===== src/verilog/pic_cmd_pkg.sv =====
// PIC command word layout
`default_nettype none

package pic_cmd_pkg;

  // IR lines and vector base width
  parameter int IRQ_W      = 8;
  parameter int VEC_BASE_W = 5;

  // OCW2 R/SL/EOI codes that end a service
  parameter logic [2:0] OCW2_NS_EOI = 3'b001;
  parameter logic [2:0] OCW2_SP_EOI = 3'b011;

  typedef struct packed {
    logic [2:0] addr_hi;  // A7..A5, 8080 only
    logic       marker;
    logic       ltim;
    logic       adi;
    logic       sngl;
    logic       ic4;
  } icw1_t;

  typedef struct packed {
    logic [5:0] mode;     // SFNM, BUF, M/S and zero bits
    logic       aeoi;
    logic       upm;
  } icw4_t;

  typedef struct packed {
    logic [2:0] op;
    logic [1:0] zero;
    logic [2:0] level;
  } ocw2_t;

  typedef struct packed {
    logic [3:0] smm;      // ESMM, SMM and zero bits
    logic       marker;
    logic       poll;
    logic       rr;
    logic       ris;
  } ocw3_t;

  // one written byte, decoded by the state it arrives in
  typedef union packed {
    icw1_t icw1;
    icw4_t icw4;
    ocw2_t ocw2;
    ocw3_t ocw3;
  } cmd_word_u;

endpackage

`default_nettype wire


===== src/verilog/pic_seq_pkg.sv =====
// PIC sequence state codes
`default_nettype none

package pic_seq_pkg;

  // init sequence
  parameter logic [2:0] INIT_WAIT_ICW1 = 3'd0;
  parameter logic [2:0] INIT_ICW2      = 3'd1;
  parameter logic [2:0] INIT_ICW3      = 3'd2;
  parameter logic [2:0] INIT_ICW4      = 3'd3;
  parameter logic [2:0] INIT_READY     = 3'd4;

  // acknowledge sequence
  parameter logic [1:0] ACK_IDLE   = 2'd0;
  parameter logic [1:0] ACK_FIRST  = 2'd1;
  parameter logic [1:0] ACK_SECOND = 2'd2;

  // reset values
  parameter logic       INTA_IDLE = 1'b1;
  parameter logic [7:0] EOI_ALL   = 8'hff;

endpackage

`default_nettype wire

===== src/verilog/pic_control_top.sv =====
// PIC control core top
`timescale 1ns/1ps
`default_nettype none

module pic_control_top
  import pic_cmd_pkg::*;
#(
  parameter int SYNC_STAGES = 2
) (
  input  logic             clk,
  input  logic             rst_n,
  input  logic             wr,
  input  logic             a0,
  input  logic [7:0]       din,
  input  logic             inta_n,
  input  logic [IRQ_W-1:0] irq_highest,
  input  logic [IRQ_W-1:0] isr_highest,
  output logic             int_req,
  output logic             set_isr,
  output logic [IRQ_W-1:0] clear_irr,
  output logic [IRQ_W-1:0] eoi,
  output logic [7:0]       vector,
  output logic             vector_valid,
  output logic             ltim,
  output logic             read_req,
  output logic             read_isr,
  output logic             init_done
);

  logic                  icw1_wr;
  logic                  ocw2_wr;
  logic                  ocw3_wr;
  logic [VEC_BASE_W-1:0] vector_base;
  logic                  aeoi;
  logic [IRQ_W-1:0]      in_service;
  logic                  ack_done;

  pic_init_ctrl u_init_ctrl (
    .clk         (clk),
    .rst_n       (rst_n),
    .wr          (wr),
    .a0          (a0),
    .din         (din),
    .icw1_wr     (icw1_wr),
    .ocw2_wr     (ocw2_wr),
    .ocw3_wr     (ocw3_wr),
    .vector_base (vector_base),
    .aeoi        (aeoi),
    .ltim        (ltim),
    .init_done   (init_done)
  );

  pic_inta_seq #(
    .SYNC_STAGES (SYNC_STAGES)
  ) u_inta_seq (
    .clk          (clk),
    .rst_n        (rst_n),
    .inta_n       (inta_n),
    .icw1_wr      (icw1_wr),
    .init_done    (init_done),
    .irq_highest  (irq_highest),
    .vector_base  (vector_base),
    .int_req      (int_req),
    .set_isr      (set_isr),
    .clear_irr    (clear_irr),
    .in_service   (in_service),
    .ack_done     (ack_done),
    .vector       (vector),
    .vector_valid (vector_valid)
  );

  pic_ocw_ctrl u_ocw_ctrl (
    .clk         (clk),
    .rst_n       (rst_n),
    .din         (din),
    .icw1_wr     (icw1_wr),
    .ocw2_wr     (ocw2_wr),
    .ocw3_wr     (ocw3_wr),
    .aeoi        (aeoi),
    .ack_done    (ack_done),
    .in_service  (in_service),
    .isr_highest (isr_highest),
    .eoi         (eoi),
    .read_req    (read_req),
    .read_isr    (read_isr)
  );

endmodule

`default_nettype wire


===== src/verilog/pic_init_ctrl.sv =====
// ICW sequence controller
`timescale 1ns/1ps
`default_nettype none

module pic_init_ctrl
  import pic_cmd_pkg::*, pic_seq_pkg::*;
(
  input  logic                  clk,
  input  logic                  rst_n,
  input  logic                  wr,
  input  logic                  a0,
  input  cmd_word_u             din,
  output logic                  icw1_wr,
  output logic                  ocw2_wr,
  output logic                  ocw3_wr,
  output logic [VEC_BASE_W-1:0] vector_base,
  output logic                  aeoi,
  output logic                  ltim,
  output logic                  init_done
);

  logic [2:0] state_q;
  logic [2:0] state_d;
  logic       sngl_q;
  logic       ic4_q;
  logic       icw2_wr;
  logic       icw3_wr;
  logic       icw4_wr;
  logic       ocw_wr;

  // ICW1 restarts the sequence from any state
  assign icw1_wr = wr & ~a0 & din.icw1.marker;

  // a0 high bytes outside their own state are OCW1 and dropped here
  assign icw2_wr = wr & a0 & (state_q == INIT_ICW2);
  assign icw3_wr = wr & a0 & (state_q == INIT_ICW3);
  assign icw4_wr = wr & a0 & (state_q == INIT_ICW4);

  // D3 splits OCW2 from OCW3
  assign ocw_wr  = wr & ~a0 & ~din.icw1.marker & (state_q == INIT_READY);
  assign ocw2_wr = ocw_wr & ~din.ocw3.marker;
  assign ocw3_wr = ocw_wr & din.ocw3.marker;

  assign init_done = (state_q == INIT_READY);

  always_comb begin
    state_d = state_q;
    if (icw1_wr) begin
      state_d = INIT_ICW2;
    end else begin
      case (state_q)
        INIT_ICW2: begin
          if (icw2_wr) begin
            if (!sngl_q) begin
              state_d = INIT_ICW3;
            end else begin
              state_d = ic4_q ? INIT_ICW4 : INIT_READY;
            end
          end
        end
        // cascade byte is consumed but not kept
        INIT_ICW3: begin
          if (icw3_wr) begin
            state_d = ic4_q ? INIT_ICW4 : INIT_READY;
          end
        end
        INIT_ICW4: begin
          if (icw4_wr) begin
            state_d = INIT_READY;
          end
        end
        default: state_d = state_q;
      endcase
    end
  end

  always_ff @(posedge clk or negedge rst_n) begin
    if (!rst_n) begin
      state_q     <= INIT_WAIT_ICW1;
      ltim        <= 1'b0;
      sngl_q      <= 1'b0;
      ic4_q       <= 1'b0;
      aeoi        <= 1'b0;
      vector_base <= '0;
    end else begin
      state_q <= state_d;
      if (icw1_wr) begin
        ltim   <= din.icw1.ltim;
        sngl_q <= din.icw1.sngl;
        ic4_q  <= din.icw1.ic4;
        aeoi   <= 1'b0;
      end
      // T7..T3
      if (icw2_wr) begin
        vector_base <= din[7 -: VEC_BASE_W];
      end
      if (icw4_wr) begin
        aeoi <= din.icw4.aeoi;
      end
    end
  end

endmodule

`default_nettype wire


===== src/verilog/pic_inta_seq.sv =====
// Interrupt acknowledge sequencer
`timescale 1ns/1ps
`default_nettype none

module pic_inta_seq
  import pic_cmd_pkg::*, pic_seq_pkg::*;
#(
  parameter int SYNC_STAGES = 2
) (
  input  logic                  clk,
  input  logic                  rst_n,
  input  logic                  inta_n,
  input  logic                  icw1_wr,
  input  logic                  init_done,
  input  logic [IRQ_W-1:0]      irq_highest,
  input  logic [VEC_BASE_W-1:0] vector_base,
  output logic                  int_req,
  output logic                  set_isr,
  output logic [IRQ_W-1:0]      clear_irr,
  output logic [IRQ_W-1:0]      in_service,
  output logic                  ack_done,
  output logic [7:0]            vector,
  output logic                  vector_valid
);

  localparam int IDX_W = $clog2(IRQ_W);

  logic [SYNC_STAGES-1:0] inta_sync;
  logic                   inta_s;
  logic                   inta_prev;
  logic                   inta_fall;
  logic                   inta_rise;
  logic                   take_first;
  logic                   take_second;
  logic [1:0]             ack_state;

  // lowest set bit wins
  function automatic logic [IDX_W-1:0] lowest_index(input logic [IRQ_W-1:0] bits);
    logic [IDX_W-1:0] idx;
    idx = '0;
    for (int i = IRQ_W - 1; i >= 0; i--) begin
      if (bits[i]) begin
        idx = IDX_W'(i);
      end
    end
    return idx;
  endfunction

  always_ff @(posedge clk or negedge rst_n) begin
    if (!rst_n) begin
      inta_sync <= {SYNC_STAGES{INTA_IDLE}};
      inta_prev <= INTA_IDLE;
    end else begin
      inta_sync[0] <= inta_n;
      for (int i = 1; i < SYNC_STAGES; i++) begin
        inta_sync[i] <= inta_sync[i-1];
      end
      inta_prev <= inta_s;
    end
  end

  assign inta_s    = inta_sync[SYNC_STAGES-1];
  assign inta_fall = inta_prev & ~inta_s;
  assign inta_rise = ~inta_prev & inta_s;

  assign int_req     = init_done & (ack_state == ACK_IDLE) & (|irq_highest);
  assign take_first  = inta_fall & int_req;
  assign take_second = inta_fall & (ack_state == ACK_FIRST);

  always_ff @(posedge clk or negedge rst_n) begin
    if (!rst_n) begin
      ack_state    <= ACK_IDLE;
      set_isr      <= 1'b0;
      clear_irr    <= '0;
      ack_done     <= 1'b0;
      vector_valid <= 1'b0;
    end else begin
      set_isr   <= 1'b0;
      clear_irr <= '0;
      ack_done  <= 1'b0;
      if (icw1_wr) begin
        ack_state    <= ACK_IDLE;
        vector_valid <= 1'b0;
      end else if (take_first) begin
        ack_state <= ACK_FIRST;
        set_isr   <= 1'b1;
        clear_irr <= irq_highest;
      end else if (take_second) begin
        ack_state    <= ACK_SECOND;
        vector_valid <= 1'b1;
      end else if (inta_rise && ack_state == ACK_SECOND) begin
        // sequence ends when the second pulse is released
        ack_state    <= ACK_IDLE;
        vector_valid <= 1'b0;
        ack_done     <= 1'b1;
      end
    end
  end

  always_ff @(posedge clk) begin
    if (take_first) begin
      in_service <= irq_highest;
    end
    if (take_second) begin
      vector <= {vector_base, lowest_index(in_service)};
    end
  end

endmodule

`default_nettype wire


===== src/verilog/pic_ocw_ctrl.sv =====
// EOI and read select control
`timescale 1ns/1ps
`default_nettype none

module pic_ocw_ctrl
  import pic_cmd_pkg::*, pic_seq_pkg::*;
(
  input  logic             clk,
  input  logic             rst_n,
  input  cmd_word_u        din,
  input  logic             icw1_wr,
  input  logic             ocw2_wr,
  input  logic             ocw3_wr,
  input  logic             aeoi,
  input  logic             ack_done,
  input  logic [IRQ_W-1:0] in_service,
  input  logic [IRQ_W-1:0] isr_highest,
  output logic [IRQ_W-1:0] eoi,
  output logic             read_req,
  output logic             read_isr
);

  logic [IRQ_W-1:0] auto_mask;
  logic [IRQ_W-1:0] ocw2_mask;
  logic [IRQ_W-1:0] eoi_d;

  assign auto_mask = (ack_done && aeoi) ? in_service : '0;

  always_comb begin
    ocw2_mask = '0;
    if (ocw2_wr) begin
      case (din.ocw2.op)
        OCW2_NS_EOI: ocw2_mask = isr_highest;
        OCW2_SP_EOI: ocw2_mask = IRQ_W'(1) << din.ocw2.level;
        default:     ocw2_mask = '0;
      endcase
    end
  end

  // ICW1 wipes every in-service bit
  assign eoi_d = icw1_wr ? EOI_ALL : (auto_mask | ocw2_mask);

  always_ff @(posedge clk or negedge rst_n) begin
    if (!rst_n) begin
      eoi      <= '0;
      read_req <= 1'b0;
      read_isr <= 1'b0;
    end else begin
      eoi <= eoi_d;
      if (icw1_wr) begin
        read_req <= 1'b0;
        read_isr <= 1'b0;
      end else if (ocw3_wr) begin
        read_req <= din.ocw3.rr;
        read_isr <= din.ocw3.ris;
      end
    end
  end

endmodule

`default_nettype wire


===== config.mk =====
export PLATFORM = sky130hd
export DESIGN_NAME = pic_control_top
export DESIGN_NICKNAME = d
export VERILOG_FILES = /design/src/verilog/pic_cmd_pkg.sv /design/src/verilog/pic_seq_pkg.sv /design/src/verilog/pic_control_top.sv /design/src/verilog/pic_init_ctrl.sv /design/src/verilog/pic_inta_seq.sv /design/src/verilog/pic_ocw_ctrl.sv
export SDC_FILE = /design/constraint.sdc
export NUM_CORES = 1
export LEC_CHECK = 0
export BUFFER_PORTS_ARGS = -buffer_cell sky130_fd_sc_hd__buf_2
export CAP_MARGIN = 5
export CELL_PAD_IN_SITES_DETAIL_PLACEMENT = 1
export CELL_PAD_IN_SITES_GLOBAL_PLACEMENT = 2
export CORE_ASPECT_RATIO = 1.1
export CORE_MARGIN = 2
export CORE_UTILIZATION = 34
export DETAILED_ROUTE_END_ITERATION = 10
export PLACE_DENSITY_LB_ADDON = 0.1
export SLEW_MARGIN = 10
export SYNTH_ARGS = -nofsm -noshare
export SYNTH_HDL_FRONTEND = slang
export SYNTH_HIERARCHICAL = 1
export SYNTH_SLANG_ARGS = --single-unit

===== constraint.sdc =====
create_clock -name clk -period 3.2 [get_ports clk]
set_clock_uncertainty 0.1 [all_clocks]
set_input_delay 0.32 -clock clk [delete_from_list [all_inputs] [get_ports clk]]
set_output_delay 0.32 -clock clk [all_outputs]
set_load 0.02 [all_outputs]

**Word-level counts from Yosys, hierarchy flattened**

Index checks and enable logic that the tools add are counted.

- Bits of input ports: 29
- Output and inout port bits: 31
- Register bits after elaboration: 54
- Word-level logic and storage cells: 109

- Muxes and demuxes: 40
- Equality and inequality tests: 12
- Bitwise operators: 22
- Reduce and logical (&&, ||, !) cells: 13
- Shifts and indexed selects: 1

Operators by type and width:

| cell | count |
|---|---|
| two-way mux 8 bit | 5 |
| two-way mux 3 bit | 10 |
| two-way mux 1 bit | 17 |
| AND 1 bit | 16 |
| one-hot mux 8 bit (2 select lines) | 1 |
| two-way mux 2 bit | 6 |
| == test 3 x 2 -> 1 bit, second input constant | 3 |
| != test 3 x 1 -> 1 bit, second input constant | 3 |
| one-hot mux 3 bit (3 select lines) | 1 |
| bitwise OR 8 bit | 1 |
| nonzero test 4 bit | 2 |
| OR reduction 8 bit | 1 |
| << shifter 1 x 3 -> 8 bit, first input constant | 1 |
| == test 3 x 1 -> 1 bit, second input constant | 2 |
| inverter 1 bit | 5 |
| AND reduction 4 bit | 1 |
| nonzero test 2 bit | 2 |
| OR reduction 4 bit | 1 |
| == test 3 bit, second input constant | 1 |
| nonzero test 3 bit | 1 |
| == test 2 x 1 -> 1 bit, second input constant | 1 |
| == test 2 bit, second input constant | 1 |
| logical AND 1 bit | 2 |
| logical NOT 2 bit | 1 |
| other kinds (3) | 3 |

**Longest topological paths before layout**

- Word-level depth: 8
- Gate-level depth with buffers: 7
- Gate-level depth less buffers: 6

**Modules after synthesis**

The synthesis kept the hierarchy.

By module, submodules not included:

| module | instances | area each (um^2) | cells an instance | seq. area each (um^2) |
|---|---|---|---|---|
| pic_inta_seq | 1 | 1178.6 | 75 | 884.6 |
| pic_init_ctrl | 1 | 600.6 | 57 | 300.3 |
| pic_ocw_ctrl | 1 | 519.2 | 49 | 250.2 |

**Worst setup path after synthesis**

OpenSTA, ideal clock, no wires.

- Kind: register -> register
- From: reg u_init_ctrl.state_q[1]
- To: reg u_inta_seq.in_service[0], enable pin
- Path slack: 0.832 ns
- Setup time: 0.383 ns
- Data arrival time: 1.885 ns
- Stages on the path, launching flop included: 5
- Required time: 2.717 ns
- Path buffers: 0
- Period minus slack after synthesis: 2.368 ns
- Cells stage by stage: dfrtp_1 -> nor2_2 -> and2_1 -> or3b_4 -> nor3_1

- Word-level cells in the longest chain between the ends: 4

Ends and longest elaborated chain:

| item | line | RTL |
|---|---|---|
| from (decl) | pic_init_ctrl.sv:22 | `logic [2:0] state_q;` |
| from (signal assigned) | pic_init_ctrl.sv:86 | `state_q <= state_d;` |
| == test 3 bit | pic_init_ctrl.sv:44 | `assign init_done = (state_q == INIT_READY);` |
| named net init_done | pic_control_top.sv:27 | `output logic init_done` |
| AND 1 bit (2 in a row) | pic_inta_seq.sv:66 | `assign int_req = init_done & (ack_state == ACK_IDLE) & (\|irq_highest);` |
| AND 1 bit | pic_inta_seq.sv:67 | `assign take_first = inta_fall & int_req;` |
| named net u_inta_seq.take_first | pic_inta_seq.sv:33 | `logic take_first;` |
| to (signal assigned) | pic_inta_seq.sv:102 | `in_service <= irq_highest;` |
| to (decl) | pic_inta_seq.sv:20 | `output logic [IRQ_W-1:0] in_service,` |

The timed path passes the listed nets, and every way through them passes these cells.
A chain may end at the register's enable or synchronous reset.

**Final worst setup path**

- From: reg u_init_ctrl.state_q[1]
- To: out int_req

- Word-level cells in the longest chain between the ends: 3

Ends and longest elaborated chain:

| item | line | RTL |
|---|---|---|
| == test 3 bit | pic_init_ctrl.sv:44 |  |
| AND 1 bit (2 in a row) | pic_inta_seq.sv:66 |  |
| to (decl) | pic_control_top.sv:18 | `output logic int_req,` |

No other way between the ends.

==> qor.yml <==
place:
  io_buffers: 59
  hpwl_mm: 3.83
  placed_cell_area_mm2: 0.00269
  gp_congestion: 0.703
setup_path:
  path_cells: "nor2_2 -> and2_1 -> or3b_4 -> nor2_1 -> buf_2"
  path_buf_inv: 1
  r2r_cells: 6
  max_stage_delay_ns: 0.48
  cp_data_required_time_ns: 2.78
  critPathTopFamily: "simple AND/OR/NAND/NOR gates"
  start_kind: "register"
  critical_path_peak_fanout: 6
  crit_type: "reg -> out"
  cpMaxStageDelayCell: "dfrtp_1"
  worstSetupEndpointType: "primary output"
  crit_cells: 5
  cp.arrival_ns: 1.85
finish:
  area_growth_pct: 22.4
  fillCellCount: 744
  final_layout_size_suffix_gt1_frac: 0.407
  seqCellArea_mm2: 0.00144
  finalInstanceArea_mm2: 0.00281
  fin_nets: 274
  antenna_cells: 0
  multi_input_area_um2: 795
route:
  vias: 1632
  drt_iter0_markers: 40
  drt_wl_total_mm: 5.03
  first_pass_iters: 3
  drc: 0
  routed_via_density: 4.98
  ant_nets: 0
  wl_per_cell_um: 15.3
pwr:
  p_clk_frac: 0.282
  p_switching_uw: 499
  pwr-share-seq: 0.529
  p_leak_nw: 1.30
  intPower_mw: 1.20
  report.power.total_mw: 1.69
  powerDensity_mw_per_mm2: 602
  p_comb_frac: 0.189
  netSwitchingFraction: 0.294
  max-vdd-ir-drop_v: 0.000214
sta:
  post-route-period-util: 0.709
  tightest_slew_ns: 0.855
  fin_crit_ns: 2.27
  rsz0062_at_grt: "false"
  fmax_mhz: 441
  maxSlewHeadroom: 0.430
  fin_tns_setup_ns: 0
  setup_viol: 0
  finalHoldViolCount: 0
  report.final.slew_viol_count: 0
clock_tree:
  cts.clk_slew.worst_paths_ns: 0.10
  cts_hold_buf: 1
  cts_tree: "yes"
  numCtsBuffers: 5
  cts_max_level: 2
  clock_latency_ns: 0.31
  clock_path_buffers: 2
  post_cts_buffers: 0
  cts-root-buf: "clkbuf_8"
  cts_sinks: 54
  cts_repair_resize_count: 0
synthesis:
  yosysUniqueCellTypes: 48
  syn_area_mm2: 0.00230
  seq_area_frac_synth: 0.624
  synth_warnings: 6
  synthesis.nets: 210
  avgSynthCellArea_um2: 12.7
  synth-seq-cells: 54
  syn_inst: 181
global_route:
  antenna_found_initial: 0
  grt_pass1_wl_mm: 8.55
  grt_pass1_vias: 1713
  overflow: 0
  grt_usage: 0.150
  grt_start_max_net_pins: 39
hold_path:
  hold_path.class: "in -> async"
floorplanning:
  die_y_um: 90.2
  pin_count: 60
  start_util: 0.351
  row_count: 31
  die-width_um: 82.4
  core_area_mm2: 0.00656
  die-area_mm2: 0.00743
status:
  outcome: "completed"
run:
  drv_cap: 0
==> cell usage after synthesis (all sizes together) <==
| master | count | share of area |
|---|---|---|
| a41o | 1 | 0.0044 |
| nand2b | 1 | 0.0027 |
| nor4b | 1 | 0.0038 |
| and2 | 9 | 0.029 |
| buf | 2 | 0.0038 |
| o221ai | 9 | 0.040 |
| o21bai | 1 | 0.0033 |
| a22o | 1 | 0.0038 |
| a21boi | 1 | 0.0033 |
| nand4bb | 2 | 0.0098 |
| or2b | 1 | 0.0038 |
| nor3b | 2 | 0.0087 |
| nor3 | 3 | 0.011 |
| o2bb2ai | 1 | 0.0038 |
| a31oi | 8 | 0.022 |
| o21ai | 8 | 0.019 |
| nand2 | 9 | 0.015 |
| nand3b | 2 | 0.0065 |
| mux2i | 3 | 0.013 |
| mux2 | 6 | 0.029 |
| nand4b | 1 | 0.0038 |
| o21a | 1 | 0.0033 |
| a211oi | 1 | 0.0033 |
| a2111oi | 1 | 0.0038 |
| a221oi | 1 | 0.0038 |
| nor2 | 14 | 0.028 |
| dfrtp | 35 | 0.38 |
| nor4 | 1 | 0.0027 |
| a21oi | 3 | 0.0065 |
| inv | 14 | 0.023 |
| or3b | 2 | 0.0098 |
| nor2b | 9 | 0.027 |
| o41ai | 1 | 0.0071 |
| or4 | 2 | 0.0082 |
| edfxtp | 16 | 0.21 |
| nand3 | 3 | 0.0065 |
| clkbuf | 2 | 0.0033 |
| dfstp | 3 | 0.034 |
==> power groups by stage <==
stage               clock network [mW]  logic [mW]  registers, mW
floorplan                            0       0.206          0.908
global placement                     0       0.324          0.908
detailed placement                   0       0.325          0.912
CTS                              0.495       0.328          0.898
global route                     0.523       0.360          0.915
finish                           0.477       0.321          0.897
==> state kept, by name, indices dropped and copies added, names as in the netlist <==
signal and cells:
u_inta_seq/clear_irr 8, u_inta_seq/inta_prev 1, u_inta_seq/ack_state 2, u_init_ctrl/ltim 1
u_init_ctrl/ic4_q 1, u_init_ctrl/state_q 3, u_ocw_ctrl/read_isr 1, u_init_ctrl/vector_base 5
u_init_ctrl/aeoi 1, u_inta_seq/vector_valid 1, u_inta_seq/set_isr 1, u_inta_seq/vector 8
u_inta_seq/inta_sync 2, u_ocw_ctrl/eoi 8, u_inta_seq/in_service 8, u_ocw_ctrl/read_req 1
u_init_ctrl/sngl_q 1, u_inta_seq/ack_done 1
==> final timing paths <==
path,endpoint,from,slack (ns)
worst max-delay path,int_req,u_init_ctrl/state_q[1],0.93
worst max register to register,u_ocw_ctrl/eoi[6],u_init_ctrl/state_q[1],1.01
worst min-delay path,u_init_ctrl/vector_base[0],rst_n,0.007
min in group clk,u_inta_seq/in_service[7],irq_highest[7],0.10
worst min register to register,u_inta_seq/inta_sync[1],u_inta_seq/inta_sync[0],0.26
max in group asynchronous,u_inta_seq/set_isr,rst_n,2.45
==> metrics by stage <==
stage	worst slack, ns	util	hold slack [ns]	instances
6_report	0.930	0.429	0.00715	328
5_1_grt	0.774	0.429	0.0627	328
4_1_cts	0.906	0.429	0.0417	328
3_5_place_dp	1.01	0.410	0.250	319
3_3_place_gp	1.01	0.410	0.249	319
2_1_floorplan	0.832	-	-0.0756	181
==> layer usage <==
layer,GRT usage,routed length [um],share of wire,vias up
met5,0,0,0,-
met2,0.247,2470,0.49,43
li1,-,-,-,785
met1,0.191,2210,0.44,798
met3,0.0371,285,0.057,6
met4,0.0458,68,0.014,0
==> logic make-up (layout without fill, tap and decap cells) <==
family          after synthesis  in the layout  share of synthesized area
buf+inv                      18             83                     0.0299
mux                           9              9                     0.0425
flops                        54             54                      0.624
compound gates               38             38                      0.127
simple gates                 62             62                      0.176
==> cells in the final DEF (no fill, tap or decap), drive strengths merged, types with 6 or more instances in the layout <==
cell type | Yosys | layout
a31oi | 8 | 8
and2 | 9 | 9
buf | 2 | 60
dfrtp | 35 | 35
edfxtp | 16 | 16
inv | 14 | 16
mux2 | 6 | 6
nand2 | 9 | 9
nor2 | 14 | 14
nor2b | 9 | 9
o21ai | 8 | 8
o221ai | 9 | 9
==> worst reg2reg max path, delay by kind of cell (launching register included) <==
family	cells	cell delay [ns]
AO/OA/AOI/OAI	1	0.36
AND/OR/NAND/NOR	5	1.16
flip-flops	1	0.48
==> area by class of cell <==
type | count | area share
Clock buffer | 5 | 0.0245
Clock inverter | 3 | 0.0169
Inverter | 14 | 0.0187
Multi-Input combinational cell | 109 | 0.282
Sequential cell | 54 | 0.510
Tap cell | 82 | 0.0365
Timing Repair Buffer | 61 | 0.111
(Power assumes the default switching activity.)
